[src/hw/cscPkg.sv]
package cscPkg;

	// SRAM port geometry
	localparam int addrWidth = 18;
	localparam int dataWidth = 16;

	// Cycles from address on the bus to read data back
	localparam int sramReadLatency = 2;

	// Plane start addresses in the external SRAM
	localparam logic [addrWidth-1:0] yBase = 18'd0;
	localparam logic [addrWidth-1:0] uBase = 18'd38400;
	localparam logic [addrWidth-1:0] vBase = 18'd57600;
	localparam logic [addrWidth-1:0] rgbBase = 18'd146944;

	// Six-tap chroma filter, symmetric about the two centre taps
	// Taps sum to 256 so rounding is +128 then >>> 8
	localparam logic signed [8:0] tapNear = 9'sd159;
	localparam logic signed [8:0] tapMid = -9'sd52;
	localparam logic signed [8:0] tapFar = 9'sd21;

	// Colour matrix in 16-bit fixed point
	// coefBu is above 2^17 and needs a nineteenth bit
	localparam logic signed [18:0] coefY = 19'sd76284;
	localparam logic signed [18:0] coefRv = 19'sd104595;
	localparam logic signed [18:0] coefGu = -19'sd25624;
	localparam logic signed [18:0] coefGv = -19'sd53281;
	localparam logic signed [18:0] coefBu = 19'sd132251;

	// One SRAM access as seen by the arbiter
	typedef struct packed {
		logic [addrWidth-1:0] address;
		logic [dataWidth-1:0] writeData;
		logic write;
	} memReq_t;

	// Two full-rate pixels in YUV, even sample is the earlier one
	typedef struct packed {
		logic [7:0] yEven;
		logic [7:0] yOdd;
		logic [7:0] uEven;
		logic [7:0] uOdd;
		logic [7:0] vEven;
		logic [7:0] vOdd;
	} yuvPair_t;

	// Two pixels in RGB, in the order they are packed into SRAM words
	typedef struct packed {
		logic [7:0] rEven;
		logic [7:0] gEven;
		logic [7:0] bEven;
		logic [7:0] rOdd;
		logic [7:0] gOdd;
		logic [7:0] bOdd;
	} rgbPair_t;

	// One U word and one V word, two chroma samples each
	typedef struct packed {
		logic [dataWidth-1:0] u;
		logic [dataWidth-1:0] v;
	} chromaWord_t;

endpackage

[src/hw/chromaUpsampler.sv]
`timescale 1ns/1ps

module chromaUpsampler import cscPkg::*; #(
	parameter int PairsPerRow = 160
) (
	input logic Clock,
	input logic Resetn,
	input logic lumaValid,
	output logic lumaReady,
	input logic [dataWidth-1:0] luma,
	input logic chromaValid,
	output logic chromaReady,
	input chromaWord_t chroma,
	output logic yuvValid,
	input logic yuvReady,
	output yuvPair_t yuv
);

	localparam int pairWidth = $clog2(PairsPerRow);

	typedef enum logic [1:0] {Empty, Half, Full} fill_t;

	fill_t fill;
	logic [pairWidth-1:0] pairIndex;
	// Windows hold samples j-2 .. j+3 with index 0 the oldest
	logic [5:0][7:0] uWin;
	logic [5:0][7:0] vWin;
	logic [7:0] uSpare;
	logic [7:0] vSpare;
	logic [7:0] uNext;
	logic [7:0] vNext;
	logic pastEdge;
	logic needChroma;
	logic lastPair;
	logic fire;

	// Six-tap filter rounded and clipped to a byte
	function automatic logic [7:0] interpolate(input logic [5:0][7:0] win);
		logic signed [19:0] acc;
		acc = tapFar * $signed({1'b0, win[0]})
			+ tapMid * $signed({1'b0, win[1]})
			+ tapNear * $signed({1'b0, win[2]})
			+ tapNear * $signed({1'b0, win[3]})
			+ tapMid * $signed({1'b0, win[4]})
			+ tapFar * $signed({1'b0, win[5]})
			+ 20'sd128;
		acc = acc >>> 8;
		if (acc < 0) begin
			return 8'd0;
		end
		if (acc > 255) begin
			return 8'd255;
		end
		return acc[7:0];
	endfunction

	// Once the window tail passes the row end the last sample repeats
	assign pastEdge = int'(pairIndex) + 4 >= PairsPerRow;
	// Even pairs open a new chroma word and odd pairs use its low byte
	assign needChroma = !pairIndex[0] && !pastEdge;
	assign lastPair = int'(pairIndex) == PairsPerRow - 1;

	assign uNext = pastEdge ? uWin[5] : (needChroma ? chroma.u[15:8] : uSpare);
	assign vNext = pastEdge ? vWin[5] : (needChroma ? chroma.v[15:8] : vSpare);

	assign fire = (fill == Full) && lumaValid && (!needChroma || chromaValid)
		&& (!yuvValid || yuvReady);
	assign lumaReady = fire;
	// Every chroma word is taken at once while filling
	assign chromaReady = (fill != Full) || (fire && needChroma);

	always_ff @(posedge Clock or negedge Resetn) begin
		if (!Resetn) begin
			fill <= Empty;
			pairIndex <= '0;
			yuvValid <= 1'b0;
		end else begin
			if (fill != Full) begin
				if (chromaValid) begin
					fill <= (fill == Empty) ? Half : Full;
				end
			end else if (fire) begin
				if (lastPair) begin
					fill <= Empty;
					pairIndex <= '0;
				end else begin
					pairIndex <= pairIndex + 1'b1;
				end
			end
			if (fire) begin
				yuvValid <= 1'b1;
			end else if (yuvReady) begin
				yuvValid <= 1'b0;
			end
		end
	end

	always_ff @(posedge Clock) begin
		if (fill == Empty && chromaValid) begin
			// Row start replicates sample 0 into the two taps before it
			uWin[3:0] <= {chroma.u[7:0], {3{chroma.u[15:8]}}};
			vWin[3:0] <= {chroma.v[7:0], {3{chroma.v[15:8]}}};
		end else if (fill == Half && chromaValid) begin
			uWin[5:4] <= {chroma.u[7:0], chroma.u[15:8]};
			vWin[5:4] <= {chroma.v[7:0], chroma.v[15:8]};
		end else if (fire) begin
			uWin <= {uNext, uWin[5:1]};
			vWin <= {vNext, vWin[5:1]};
			if (needChroma) begin
				uSpare <= chroma.u[7:0];
				vSpare <= chroma.v[7:0];
			end
			// Even chroma is the co-sited sample and odd is interpolated
			yuv <= {luma, uWin[2], interpolate(uWin), vWin[2], interpolate(vWin)};
		end
	end

	// Fetch side holds its luma word until the window takes it
	assert property (@(posedge Clock) disable iff (!Resetn)
		lumaValid && !lumaReady |=> lumaValid && $stable(luma))
		else $error("luma word changed while stalled");

	// Same rule for the chroma word
	assert property (@(posedge Clock) disable iff (!Resetn)
		chromaValid && !chromaReady |=> chromaValid && $stable(chroma))
		else $error("chroma word changed while stalled");

endmodule

[src/hw/colourConverter.sv]
`timescale 1ns/1ps

module colourConverter import cscPkg::*; (
	input logic Clock,
	input logic Resetn,
	input logic yuvValid,
	output logic yuvReady,
	input yuvPair_t yuv,
	output logic rgbValid,
	input logic rgbReady,
	output rgbPair_t rgb
);

	// Offset-removed samples between the two stages
	typedef struct packed {
		logic signed [8:0] yEven;
		logic signed [8:0] yOdd;
		logic signed [8:0] uEven;
		logic signed [8:0] uOdd;
		logic signed [8:0] vEven;
		logic signed [8:0] vOdd;
	} offset_t;

	offset_t stage1;
	logic stage1Valid;
	logic stage1Load;
	logic stage2Load;
	logic [23:0] pixelEven;
	logic [23:0] pixelOdd;

	// Drop the 16 fraction bits and clip to a byte
	function automatic logic [7:0] clip(input logic signed [31:0] sum);
		logic signed [31:0] scaled;
		scaled = sum >>> 16;
		if (scaled < 0) begin
			return 8'd0;
		end
		if (scaled > 255) begin
			return 8'd255;
		end
		return scaled[7:0];
	endfunction

	// One pixel through the matrix, result packed as R, G, B
	function automatic logic [23:0] toRgb(input logic signed [8:0] y,
		input logic signed [8:0] u, input logic signed [8:0] v);
		logic signed [31:0] base;
		base = coefY * y;
		return {clip(base + coefRv * v), clip(base + coefGu * u + coefGv * v),
			clip(base + coefBu * u)};
	endfunction

	assign pixelEven = toRgb(stage1.yEven, stage1.uEven, stage1.vEven);
	assign pixelOdd = toRgb(stage1.yOdd, stage1.uOdd, stage1.vOdd);

	// Each stage moves when the one after it is empty or emptying
	assign stage2Load = !rgbValid || rgbReady;
	assign yuvReady = !stage1Valid || stage2Load;
	assign stage1Load = yuvValid && yuvReady;

	always_ff @(posedge Clock or negedge Resetn) begin
		if (!Resetn) begin
			stage1Valid <= 1'b0;
			rgbValid <= 1'b0;
		end else begin
			if (stage1Load) begin
				stage1Valid <= 1'b1;
			end else if (stage2Load) begin
				stage1Valid <= 1'b0;
			end
			if (stage2Load) begin
				rgbValid <= stage1Valid;
			end
		end
	end

	always_ff @(posedge Clock) begin
		// Stage one, remove the video offsets
		if (stage1Load) begin
			stage1.yEven <= $signed({1'b0, yuv.yEven}) - 9'sd16;
			stage1.yOdd <= $signed({1'b0, yuv.yOdd}) - 9'sd16;
			stage1.uEven <= $signed({1'b0, yuv.uEven}) - 9'sd128;
			stage1.uOdd <= $signed({1'b0, yuv.uOdd}) - 9'sd128;
			stage1.vEven <= $signed({1'b0, yuv.vEven}) - 9'sd128;
			stage1.vOdd <= $signed({1'b0, yuv.vOdd}) - 9'sd128;
		end
		// Stage two, products, sums and clipping
		if (stage2Load && stage1Valid) begin
			rgb <= {pixelEven, pixelOdd};
		end
	end

endmodule

[src/hw/frameConverter.sv]
`timescale 1ns/1ps

module frameConverter import cscPkg::*; #(
	parameter int PairsPerRow = 160,
	parameter int RowCount = 240
) (
	input logic Clock,
	input logic Resetn,
	input logic start,
	output logic done,
	input logic [dataWidth-1:0] sramReadData,
	output logic [addrWidth-1:0] sramAddress,
	output logic [dataWidth-1:0] sramWriteData,
	output logic sramWriteN
);

	// Arbiter side
	logic fetchReq;
	logic fetchAck;
	memReq_t fetchMem;
	logic [dataWidth-1:0] fetchData;
	logic writeReq;
	logic writeAck;
	memReq_t writeMem;

	// Pixel streams
	logic lumaValid;
	logic lumaReady;
	logic [dataWidth-1:0] luma;
	logic chromaValid;
	logic chromaReady;
	chromaWord_t chroma;
	logic yuvValid;
	logic yuvReady;
	yuvPair_t yuv;
	logic rgbValid;
	logic rgbReady;
	rgbPair_t rgb;

	yuvFetch #(
		.PairsPerRow(PairsPerRow),
		.RowCount(RowCount)
	) yuvFetch_i (
		.Clock(Clock),
		.Resetn(Resetn),
		.start(start),
		.fetchReq(fetchReq),
		.fetchMem(fetchMem),
		.fetchAck(fetchAck),
		.fetchData(fetchData),
		.lumaValid(lumaValid),
		.lumaReady(lumaReady),
		.luma(luma),
		.chromaValid(chromaValid),
		.chromaReady(chromaReady),
		.chroma(chroma)
	);

	chromaUpsampler #(
		.PairsPerRow(PairsPerRow)
	) chromaUpsampler_i (
		.Clock(Clock),
		.Resetn(Resetn),
		.lumaValid(lumaValid),
		.lumaReady(lumaReady),
		.luma(luma),
		.chromaValid(chromaValid),
		.chromaReady(chromaReady),
		.chroma(chroma),
		.yuvValid(yuvValid),
		.yuvReady(yuvReady),
		.yuv(yuv)
	);

	colourConverter colourConverter_i (
		.Clock(Clock),
		.Resetn(Resetn),
		.yuvValid(yuvValid),
		.yuvReady(yuvReady),
		.yuv(yuv),
		.rgbValid(rgbValid),
		.rgbReady(rgbReady),
		.rgb(rgb)
	);

	rgbWriter #(
		.PairsPerRow(PairsPerRow),
		.RowCount(RowCount)
	) rgbWriter_i (
		.Clock(Clock),
		.Resetn(Resetn),
		.start(start),
		.rgbValid(rgbValid),
		.rgbReady(rgbReady),
		.rgb(rgb),
		.writeReq(writeReq),
		.writeMem(writeMem),
		.writeAck(writeAck),
		.done(done)
	);

	sramArbiter sramArbiter_i (
		.Clock(Clock),
		.Resetn(Resetn),
		.fetchReq(fetchReq),
		.fetchMem(fetchMem),
		.fetchAck(fetchAck),
		.fetchData(fetchData),
		.writeReq(writeReq),
		.writeMem(writeMem),
		.writeAck(writeAck),
		.sramReadData(sramReadData),
		.sramAddress(sramAddress),
		.sramWriteData(sramWriteData),
		.sramWriteN(sramWriteN)
	);

endmodule

[src/hw/rgbWriter.sv]
`timescale 1ns/1ps

module rgbWriter import cscPkg::*; #(
	parameter int PairsPerRow = 160,
	parameter int RowCount = 240
) (
	input logic Clock,
	input logic Resetn,
	input logic start,
	input logic rgbValid,
	output logic rgbReady,
	input rgbPair_t rgb,
	output logic writeReq,
	output memReq_t writeMem,
	input logic writeAck,
	output logic done
);

	localparam int framePairs = PairsPerRow * RowCount;
	localparam int frameWidth = $clog2(framePairs + 1);

	typedef enum logic [2:0] {Idle, Take, Request, Release, Finished} writeState_t;

	writeState_t state;
	rgbPair_t pair;
	logic [1:0] wordIndex;
	logic [frameWidth-1:0] pairCount;
	logic [addrWidth-1:0] address;

	// A held pair blocks the stream until its three words are out
	assign rgbReady = (state == Take);

	// Word packing, high byte first in pixel order
	always_comb begin
		writeMem.address = address;
		writeMem.write = 1'b1;
		case (wordIndex)
			2'd0: writeMem.writeData = {pair.rEven, pair.gEven};
			2'd1: writeMem.writeData = {pair.bEven, pair.rOdd};
			default: writeMem.writeData = {pair.gOdd, pair.bOdd};
		endcase
	end

	always_ff @(posedge Clock or negedge Resetn) begin
		if (!Resetn) begin
			state <= Idle;
			writeReq <= 1'b0;
			done <= 1'b0;
			wordIndex <= '0;
			pairCount <= '0;
			address <= '0;
		end else begin
			case (state)
				Idle: begin
					if (start) begin
						address <= rgbBase;
						pairCount <= '0;
						state <= Take;
					end
				end
				Take: begin
					if (rgbValid) begin
						wordIndex <= '0;
						writeReq <= 1'b1;
						state <= Request;
					end
				end
				Request: begin
					if (writeAck) begin
						writeReq <= 1'b0;
						state <= Release;
					end
				end
				Release: begin
					if (!writeAck) begin
						address <= address + 1'b1;
						if (wordIndex == 2'd2) begin
							pairCount <= pairCount + 1'b1;
							// Last word of the frame is acknowledged
							if (int'(pairCount) == framePairs - 1) begin
								done <= 1'b1;
								state <= Finished;
							end else begin
								state <= Take;
							end
						end else begin
							wordIndex <= wordIndex + 1'b1;
							writeReq <= 1'b1;
							state <= Request;
						end
					end
				end
				Finished: begin
					if (!start) begin
						done <= 1'b0;
						state <= Idle;
					end
				end
				default: state <= Idle;
			endcase
		end
	end

	always_ff @(posedge Clock) begin
		if (state == Take && rgbValid) begin
			pair <= rgb;
		end
	end

endmodule

[src/hw/sramArbiter.sv]
`timescale 1ns/1ps

module sramArbiter import cscPkg::*; (
	input logic Clock,
	input logic Resetn,
	input logic fetchReq,
	input memReq_t fetchMem,
	output logic fetchAck,
	output logic [dataWidth-1:0] fetchData,
	input logic writeReq,
	input memReq_t writeMem,
	output logic writeAck,
	input logic [dataWidth-1:0] sramReadData,
	output logic [addrWidth-1:0] sramAddress,
	output logic [dataWidth-1:0] sramWriteData,
	output logic sramWriteN
);

	localparam int latencyWidth = $clog2(sramReadLatency + 1);

	typedef enum logic [1:0] {Idle, WriteCycle, ReadWait, AckHold} arbState_t;

	arbState_t state;
	logic [latencyWidth-1:0] latencyCount;

	always_ff @(posedge Clock or negedge Resetn) begin
		if (!Resetn) begin
			state <= Idle;
			fetchAck <= 1'b0;
			writeAck <= 1'b0;
			latencyCount <= '0;
			sramAddress <= '0;
			sramWriteData <= '0;
			sramWriteN <= 1'b1;
		end else begin
			case (state)
				Idle: begin
					// Writer wins a tie so the pipeline keeps draining
					if (writeReq) begin
						sramAddress <= writeMem.address;
						sramWriteData <= writeMem.writeData;
						sramWriteN <= !writeMem.write;
						state <= WriteCycle;
					end else if (fetchReq) begin
						sramAddress <= fetchMem.address;
						latencyCount <= '0;
						state <= ReadWait;
					end
				end
				WriteCycle: begin
					// Strobe lasts the single grant cycle
					sramWriteN <= 1'b1;
					writeAck <= 1'b1;
					state <= AckHold;
				end
				ReadWait: begin
					// Read data lands on the last count
					if (latencyCount == latencyWidth'(sramReadLatency)) begin
						fetchAck <= 1'b1;
						state <= AckHold;
					end else begin
						latencyCount <= latencyCount + 1'b1;
					end
				end
				AckHold: begin
					// Ack falls the cycle after its req has fallen
					if (writeAck && !writeReq) begin
						writeAck <= 1'b0;
						state <= Idle;
					end
					if (fetchAck && !fetchReq) begin
						fetchAck <= 1'b0;
						state <= Idle;
					end
				end
				default: state <= Idle;
			endcase
		end
	end

	// Read word held for the whole ack phase
	always_ff @(posedge Clock) begin
		if (state == ReadWait && latencyCount == latencyWidth'(sramReadLatency)) begin
			fetchData <= sramReadData;
		end
	end

	// Only one requester owns the port at a time
	assert property (@(posedge Clock) disable iff (!Resetn) !(fetchAck && writeAck))
		else $error("fetch and write acknowledged together");

	// Four-phase return to zero, ack never falls ahead of its req
	assert property (@(posedge Clock) disable iff (!Resetn)
		$fell(writeAck) |-> !$past(writeReq))
		else $error("write ack dropped while write req still high");
	assert property (@(posedge Clock) disable iff (!Resetn)
		$fell(fetchAck) |-> !$past(fetchReq))
		else $error("fetch ack dropped while fetch req still high");

endmodule

[src/hw/yuvFetch.sv]
`timescale 1ns/1ps

module yuvFetch import cscPkg::*; #(
	parameter int PairsPerRow = 160,
	parameter int RowCount = 240
) (
	input logic Clock,
	input logic Resetn,
	input logic start,
	output logic fetchReq,
	output memReq_t fetchMem,
	input logic fetchAck,
	input logic [dataWidth-1:0] fetchData,
	output logic lumaValid,
	input logic lumaReady,
	output logic [dataWidth-1:0] luma,
	output logic chromaValid,
	input logic chromaReady,
	output chromaWord_t chroma
);

	localparam int chromaWords = PairsPerRow / 2;
	localparam int pairWidth = $clog2(PairsPerRow + 1);
	localparam int rowWidth = $clog2(RowCount + 1);

	typedef enum logic [2:0] {Idle, Select, Request, Release, Finished} fetchState_t;
	typedef enum logic [1:0] {ReadY, ReadU, ReadV} plane_t;

	fetchState_t state;
	plane_t plane;
	logic [rowWidth-1:0] rowIndex;
	logic [pairWidth-1:0] lumaIndex;
	logic [pairWidth-1:0] chromaIndex;
	logic [dataWidth-1:0] uHold;
	logic chromaNext;
	logic lumaNext;
	logic readDone;

	// Chroma word k is first needed at pair 2k-4, so fetch it before that luma word
	assign chromaNext = (int'(chromaIndex) < chromaWords)
		&& (2 * int'(chromaIndex) <= int'(lumaIndex) + 4);
	assign lumaNext = int'(lumaIndex) < PairsPerRow;
	assign readDone = (state == Request) && fetchAck;

	// Address generation, stable while req is high
	always_comb begin
		fetchMem.write = 1'b0;
		fetchMem.writeData = '0;
		case (plane)
			ReadY: fetchMem.address = yBase
				+ addrWidth'(rowIndex) * addrWidth'(PairsPerRow) + addrWidth'(lumaIndex);
			ReadU: fetchMem.address = uBase
				+ addrWidth'(rowIndex) * addrWidth'(chromaWords) + addrWidth'(chromaIndex);
			default: fetchMem.address = vBase
				+ addrWidth'(rowIndex) * addrWidth'(chromaWords) + addrWidth'(chromaIndex);
		endcase
	end

	always_ff @(posedge Clock or negedge Resetn) begin
		if (!Resetn) begin
			state <= Idle;
			plane <= ReadY;
			fetchReq <= 1'b0;
			rowIndex <= '0;
			lumaIndex <= '0;
			chromaIndex <= '0;
			lumaValid <= 1'b0;
			chromaValid <= 1'b0;
		end else begin
			// Output registers fill on the final read, empty on handshake
			if (readDone && plane == ReadY) begin
				lumaValid <= 1'b1;
			end else if (lumaReady) begin
				lumaValid <= 1'b0;
			end
			if (readDone && plane == ReadV) begin
				chromaValid <= 1'b1;
			end else if (chromaReady) begin
				chromaValid <= 1'b0;
			end

			case (state)
				Idle: begin
					if (start) begin
						rowIndex <= '0;
						lumaIndex <= '0;
						chromaIndex <= '0;
						state <= Select;
					end
				end
				Select: begin
					// Wait for the target register to drain before reading
					if (chromaNext) begin
						if (!chromaValid) begin
							plane <= ReadU;
							fetchReq <= 1'b1;
							state <= Request;
						end
					end else if (lumaNext) begin
						if (!lumaValid) begin
							plane <= ReadY;
							fetchReq <= 1'b1;
							state <= Request;
						end
					end else if (int'(rowIndex) == RowCount - 1) begin
						state <= Finished;
					end else begin
						rowIndex <= rowIndex + 1'b1;
						lumaIndex <= '0;
						chromaIndex <= '0;
					end
				end
				Request: begin
					if (fetchAck) begin
						fetchReq <= 1'b0;
						if (plane == ReadY) begin
							lumaIndex <= lumaIndex + 1'b1;
						end
						if (plane == ReadV) begin
							chromaIndex <= chromaIndex + 1'b1;
						end
						state <= Release;
					end
				end
				Release: begin
					// V read follows U straight away
					if (!fetchAck) begin
						if (plane == ReadU) begin
							plane <= ReadV;
							fetchReq <= 1'b1;
							state <= Request;
						end else begin
							state <= Select;
						end
					end
				end
				Finished: begin
					if (!start) begin
						state <= Idle;
					end
				end
				default: state <= Idle;
			endcase
		end
	end

	// Read data capture
	always_ff @(posedge Clock) begin
		if (readDone) begin
			case (plane)
				ReadY: luma <= fetchData;
				ReadU: uHold <= fetchData;
				default: chroma <= '{u: uHold, v: fetchData};
			endcase
		end
	end

	// Chroma words hold two samples, so a row needs an even pair count
	assert property (@(posedge Clock) (PairsPerRow % 2 == 0) && (PairsPerRow >= 6))
		else $error("PairsPerRow must be even and at least 6");

endmodule

[config.mk]
export PLATFORM = sky130hd
export DESIGN_NAME = frameConverter
export DESIGN_NICKNAME = d
export VERILOG_FILES = /design/src/hw/cscPkg.sv /design/src/hw/chromaUpsampler.sv /design/src/hw/colourConverter.sv /design/src/hw/frameConverter.sv /design/src/hw/rgbWriter.sv /design/src/hw/sramArbiter.sv /design/src/hw/yuvFetch.sv
export SDC_FILE = /design/constraint.sdc
export NUM_CORES = 2
export LEC_CHECK = 0
export BUFFER_PORTS_ARGS = -buffer_cell sky130_fd_sc_hd__buf_2
export CELL_PAD_IN_SITES_DETAIL_PLACEMENT = 0
export CELL_PAD_IN_SITES_GLOBAL_PLACEMENT = 2
export CORE_ASPECT_RATIO = 2
export CORE_UTILIZATION = 40
export CTS_CLUSTER_SIZE = 30
export DETAILED_ROUTE_END_ITERATION = 7
export PLACE_DENSITY = 0.86
export SYNTH_ARGS = -nofsm -noshare
export SYNTH_HDL_FRONTEND = slang
export SYNTH_SLANG_ARGS = --single-unit
[constraint.sdc]
create_clock -name Clock -period 13.1 [get_ports Clock]
set_input_delay 0 -clock Clock [delete_from_list [all_inputs] [get_ports Clock]]
set_output_delay 0 -clock Clock [all_outputs]
set_load 0.1 [all_outputs]
=== Word level (Yosys, flattened, before mapping) ===
Cells that the tools add are included.

* Register bits after elaboration: 517
* Output and inout bits: 36

* Magnitude comparators: 20
* Equal/unequal tests: 57
* Mux-type cells: 182
* Reductions and logical operators: 87
* Bitwise gates (word level): 4
* $add $sub $neg: 41
* Multiply operators: 24

{| class="wikitable"
|+ Operator list
! operator !! count
|-
| two-way mux 8 bit || 48
|-
| adder 20 bit || 10
|-
| two-way mux 32 bit || 4
|-
| > comparator 16 x 9 -> 1 bit, second input constant || 6
|-
| < comparator 16 x 1 -> 1 bit, second input constant || 6
|-
| two-way mux 48 bit || 2
|-
| two-way mux 16 bit || 5
|-
| two-way mux 18 bit || 4
|-
| case mux 18 bit (2 select lines) || 2
|-
| adder 32 x 26 -> 32 bit || 2
|-
| multiplier 8 x 8 -> 16 bit, first input constant || 4
|-
| case mux 16 bit (2 select lines) || 2
|-
| two-way mux 1 bit || 63
|-
| adder 27 x 28 -> 29 bit || 2
|-
| adder 27 x 25 -> 28 bit || 2
|-
| adder 27 x 27 -> 28 bit || 2
|-
| multiplier 19 x 9 -> 28 bit, first input constant || 2
|-
| multiplier 5 x 9 -> 14 bit, first input constant || 4
|-
| multiplier 18 x 9 -> 27 bit, first input constant || 2
|-
| multiplier 17 x 9 -> 26 bit, first input constant || 2
|-
| multiplier 5 x 8 -> 13 bit, first input constant || 4
|-
| multiplier 16 x 9 -> 25 bit, first input constant || 2
|-
| case mux 8 bit (3 select lines) || 2
|-
| two-way mux 2 bit || 23
|-
| 55 further kinds || 210
|}

=== Longest topological paths before layout ===
* Depth after elaboration: 18
* Gate-level depth with buffers: 43

=== By module ===
Synthesis repeated with hierarchy kept, for this count alone.

* Cell total of the unflattened synthesis: 6220
* Area total of the unflattened synthesis: 64740.8 µm²

{| class="wikitable"
|+ Modules (own cells, without submodules)
! module !! area each (µm²) !! cells each !! times used
|-
| colourConverter || 31591.5 || 3129 || 1
|-
| chromaUpsampler || 21185.3 || 2063 || 1
|-
| yuvFetch || 5489.0 || 492 || 1
|-
| rgbWriter || 4106.4 || 358 || 1
|-
| sramArbiter || 2368.5 || 178 || 1
|}

=== Least setup slack after synthesis ===
No wires, ideal clock.

* Path type: register to register
* Start: reg colourConverter_i.stage1[21] (netlist name)
* End: reg, netlist name colourConverter_i.rgb[14]
* Library setup time: 0.287 ns
* Arrival: 9.499 ns
* Slack: 3.314 ns
* Cell stages (with the launch flop): 41
* Path buffers: 0
* Clock period less this slack: 9.786 ns
* Cells stage by stage: edfxtp_1 -> inv_1 -> fa_1 -> inv_1 -> ha_1 -> inv_1 -> fa_1 -> inv_1 -> fa_1 -> fa_1 -> ha_1 -> nor2b_1 -> o21ai_1 -> a21boi_0 -> o21ai_1 -> a21boi_1 -> o21ai_1 -> nand2b_1 -> [... 5 more ...] -> a221o_1 -> and2_1 -> a311o_1 -> a21oi_1 -> xnor2_1 -> ha_1 -> inv_1 -> fa_1 -> fa_1 -> inv_1 -> ha_1 -> a21oi_1 -> nor2b_1 -> a41o_1 -> a2111oi_0 -> nor2_1 -> a211oi_2 -> a21oi_1

* Longest elaborated chain between the ends: 8

{| class="wikitable"
|+ RTL lines
! item !! line !! source
|-
| start: declaration || colourConverter.sv:24 || <nowiki>offset_t stage1;</nowiki>
|-
| multiplier 13 x 9 -> 22 bit (*) || colourConverter.sv:49 || <nowiki>return {clip(base + coefRv * v), clip(base + coefGu * u + coefGv * v),</nowiki>
|-
| adder 27 x 25 -> 28 bit (*) || colourConverter.sv:49 ||
|-
| adder 32 x 26 -> 32 bit (*) || colourConverter.sv:49 ||
|-
| > comparator 16 x 9 -> 1 bit || colourConverter.sv:38 || <nowiki>if (scaled > 255) begin</nowiki>
|-
| two-way mux 1 bit (2 in a row) || colourConverter.sv:38 ||
|-
| two-way mux 8 bit || colourConverter.sv:41 || <nowiki>return scaled[7:0];</nowiki>
|-
| two-way mux 8 bit (*) || colourConverter.sv:38 ||
|}

Every way passes the cells marked *; elsewhere a longest branch is shown, timed or not. The select of a mux whose other input is x is not followed.
A chain may end at the register's enable or synchronous reset.

=== Final worst setup path ===
* Start: reg colourConverter_i.stage1[36] (netlist name)
* End: reg, netlist name colourConverter_i.rgb[14]

* Longest elaborated chain between the ends: 8

{| class="wikitable"
|+ RTL lines
! item !! line !! source
|-
| multiplier 16 x 9 -> 25 bit (*) || colourConverter.sv:48 || <nowiki>base = coefY * y;</nowiki>
|-
| adder 27 x 25 -> 28 bit (*) || colourConverter.sv:49 ||
|-
| adder 32 x 26 -> 32 bit (*) || colourConverter.sv:49 ||
|-
| > comparator 16 x 9 -> 1 bit || colourConverter.sv:38 ||
|-
| two-way mux 1 bit (2 in a row) || colourConverter.sv:38 ||
|-
| two-way mux 8 bit || colourConverter.sv:41 ||
|-
| two-way mux 8 bit (*) || colourConverter.sv:38 ||
|}

Marks and branches as above.

==> summary.md <==
| Metric | Value |
|---|---|
| Hold-critical path depth | `2` |
| Maximum net fanout on the critical path | `8` |
| Number of cells upsized or downsized after cts | `0` |
| Area enclosed by the die boundary | `0.162 mm2` |
| Slowest cell delay on critical path | `between 0.7 and 0.8 ns` |
| CTS Sinks | `513` |
| Count of pins over their slew limit | `0` |
| Post-route design area | `0.0692 mm2` |
| Number of input and output port buffers inserted | `54` |
| Max clock buf depth | `3` |
| Overall via count from detail_route | `around 44000` |
| Residual antenna-violating net count after detailed routing | `0` |
| Time the final worst path needs with I/O delays and setup | `11.01 ns` |
| Initial standard-cell utilization of the core | `0.403` |
| Worst clock skew | `~0.065 ns` |
| Number of rows in the core area | `207` |
| Worst max-slew margin expressed relative to the limit | `0.177` |
| Share of layout cells above drive strength 1 | `0.0415` |
| Gate count of the mapped netlist | `6203` |
| Max H-tree Level | `2` |
| Top cells by instance count after synthesis | `1272 x sky130_fd_sc_hd__ha_1, 1250 x sky130_fd_sc_hd__inv_1, 681 x sky130_fd_sc_hd__fa_1, 386 x sky130_fd_sc_hd__edfxtp_1, 315 x sky130_fd_sc_hd__a21oi_1` |
| Logic depth of the worst register-to-register path | `40` |
| Most used standard cell by instance count after synthesis | `sky130_fd_sc_hd__ha_1` |
| Detailed-placement wirelength estimate | `153000 um` |
| Clock tree from TritonCTS | `built` |
| Library cell with the largest summed area after synthesis | `sky130_fd_sc_hd__ha_1` |
| Detailed-route wire length | `177000 um` |
| WL per Instance | `approximately 21 um` |
| Via count of the first global-routing pass | `around 48000` |
| Max frequency | `slightly above 90 MHz` |
| Worst Setup End Kind | `flop` |
| Inserted Clock Buffers | `53` |
| R2r setup slk | `2.09 ns` |
| Synth top area cells | `sky130_fd_sc_hd__ha_1 25%, sky130_fd_sc_hd__fa_1 21%, sky130_fd_sc_hd__edfxtp_1 18%` |
| Maximum number of pins on one net before global-route repair | `77` |
| First-pass GRT wire length | `272000 um` |
| Count of unique library cells instantiated by Yosys | `102` |
| Setup tns final | `0 ns` |
| Die Y | `568 um` |
| Number of storage elements in the synthesis netlist | `513` |
| Area inside the core boundary | `0.159 mm2` |
| Number of enable-type register cells in the synthesized netlist | `386` |
| Insertion delay to the later sink of the worst-skew pair | `0.68 ns` |
| Final Setup Violations | `0` |
| Average size of a mapped cell | `10.3 um2` |
| Post-route fraction of the period consumed by the critical path | `0.840` |
| Fillers | `between 15000 and 20000` |
| Yosys Warn Count | `0` |
| Fraction of synthesis flops using an asynchronous set or reset pin | `0.248` |
| Final GP Congestion | `0.943` |
| Multi-input gate area | `0.0444 mm2` |
| Total iterations of the first detailed-routing run | `5` |
| Post-synth top flop | `sky130_fd_sc_hd__edfxtp_1` |
| Clock transition time at the flip-flop clock pins of the worst setup and hold paths | `approximately 0.07 ns` |
| Vias/cell | `between 5 and 6` |
| Fin nets | `approximately 8300` |
| Die Wd | `approximately 280 um` |
| IO Count | `55` |
| Number of maximum-capacitance violations | `0` |
| RSZ-0062 raised after global routing | `no` |
| Sequential cell area | `0.0148 mm2` |
| Hold/Removal Path Class | `primary input to flop` |
| Remaining design rule violation count | `0` |
| Number of design-rule violations left by the first detailed-router iteration | `1614` |
| Worst path required time | `13.43 ns` |
| Worst EP arrival | `11.34 ns` |
| Worst path slowest cell | `sky130_fd_sc_hd__fa_1` |
| Root buffer cell | `sky130_fd_sc_hd__clkbuf_16` |
| Post-synthesis instance area | `0.0641 mm2` |
| Outcome | `completed` |
| Overflow left after global routing | `0` |
| Area growth from synthesis to final layout | `7.94%` |
| Area of placed instances | `0.0671 mm2` |
| CP startpoint kind | `flop` |
| Proportion of synthesized chip area in sequential cells | `0.231` |
| Area fraction of the dominant cell type after synthesis | `0.248` |
| Initial antenna violation count | `1` |
| Worst-margin pin slew | `roughly 1.2 ns` |
| Final hold viol count | `0` |
| Setup CP Type | `flop to flop` |
| Post-Synthesis Net Count | `8175` |
| Total global-route track usage | `0.222` |
-- area by class of cell --
type,instances,share of cell area
diodes,1,0.0000362
multi-input cells,4375,0.642
clock inverters,35,0.00507
clock buffers,65,0.0215
inverters,1252,0.0680
well taps,2090,0.0378
flip-flops and latches,513,0.214
repair buffers,120,0.0122
-- worst max-delay path: cells and delay by family (launching register included) --
family,cells,cell delay [ns]
buffers and inverters,3,0.17
flip-flops,1,0.67
adder cells (fa/ha/maj),12,4.81
AND/OR/NAND/NOR,8,0.75
AO/OA/AOI/OAI,15,3.45
XOR/XNOR,2,0.82
-- stage by stage --
step           instances  setup WS, ns  utilization  hold slack, ns
3_5_place_dp        8329          2.08        0.422          0.0678
2_1_floorplan       6203          3.31            -          -0.296
6_report            8451          2.09        0.435          0.0474
5_1_grt             8451          1.11        0.435          0.0415
3_3_place_gp        8329          2.19        0.422          0.0631
4_1_cts             8450          1.96        0.435         0.00764
-- per-layer routing --
layer  vias to the layer above  track usage  wire length, um
met5                         -            0                0
met2                       630        0.459           103000
li1                      21009            -                -
met3                       393       0.0155             3000
met1                     21569        0.198            56700
met4                         0        0.153            14400
-- registers in the layout, summed over array words and instances, names as in the netlist, 8 cells and up --
signal	cells
chromaUpsampler_i.pairIndex	8
yuvFetch_i.uHold	16
yuvFetch_i.rowIndex	8
rgbWriter_i.address	18
sramArbiter_i.sramAddress	18
sramArbiter_i.sramWriteData	16
chromaUpsampler_i.yuv	48
sramArbiter_i.fetchData	16
chromaUpsampler_i.vWin	48
yuvFetch_i.luma	16
rgbWriter_i.pairCount	16
rgbWriter_i.pair	48
chromaUpsampler_i.vSpare	8
yuvFetch_i.chroma	32
chromaUpsampler_i.uSpare	8
colourConverter_i.rgb	48
yuvFetch_i.chromaIndex	8
colourConverter_i.stage1	50
chromaUpsampler_i.uWin	48
yuvFetch_i.lumaIndex	8
-- logic make-up (layout without fill, tap and decap cells) --
group                      after synthesis  count (layout)  synth area share
adders and majority gates             1953            1953             0.461
buffers and inverters                 1315            1472            0.0771
and+or+nand+nor                       1016            1016            0.0753
AOI/OAI and AO/OA                     1012            1012             0.101
DFF                                    513             513             0.231
xor gates and xnor gates               352             352            0.0484
muxes                                   42              42           0.00684
other                                    0               1                 0
-- timing repair --
item,4_1_cts,5_1_grt
buffers inserted,0,0
hold buffers,21,0
endpoints found under the hold margin,87,0
-- cell usage in the layout (no fill, tap or decap), types with 49 or more instances in the layout --
cell type	instances
sky130_fd_sc_hd__ha_1	1272
sky130_fd_sc_hd__inv_1	1249
sky130_fd_sc_hd__fa_1	681
sky130_fd_sc_hd__edfxtp_1	386
sky130_fd_sc_hd__a21oi_1	315
sky130_fd_sc_hd__nand2_1	312
sky130_fd_sc_hd__nor2_1	278
sky130_fd_sc_hd__xnor2_1	240
sky130_fd_sc_hd__o21ai_0	179
sky130_fd_sc_hd__dfrtp_1	126
sky130_fd_sc_hd__xor2_1	110
sky130_fd_sc_hd__a21o_1	108
sky130_fd_sc_hd__o21a_1	82
sky130_fd_sc_hd__nand3_1	71
sky130_fd_sc_hd__clkbuf_16	58
sky130_fd_sc_hd__nor2b_1	57
sky130_fd_sc_hd__nor3_1	54
sky130_fd_sc_hd__o21ai_1	53
sky130_fd_sc_hd__buf_2	53
sky130_fd_sc_hd__o21bai_1	49
-- worst paths after layout --
kind,from,endpoint
max,colourConverter_i.stage1[36],colourConverter_i.rgb[14]
min,sramReadData[8],sramArbiter_i.fetchData[8]
max reg2reg,colourConverter_i.stage1[36],colourConverter_i.rgb[14]
min reg2reg,chromaUpsampler_i.yuv[27],colourConverter_i.stage1[30]
max in group asynchronous,Resetn,rgbWriter_i.pairCount[2]
min in group asynchronous,Resetn,sramArbiter_i.sramAddress[5]
Power is not shown: default switching activity piles up to over one toggle a cycle in this logic, so the estimate is an artifact.
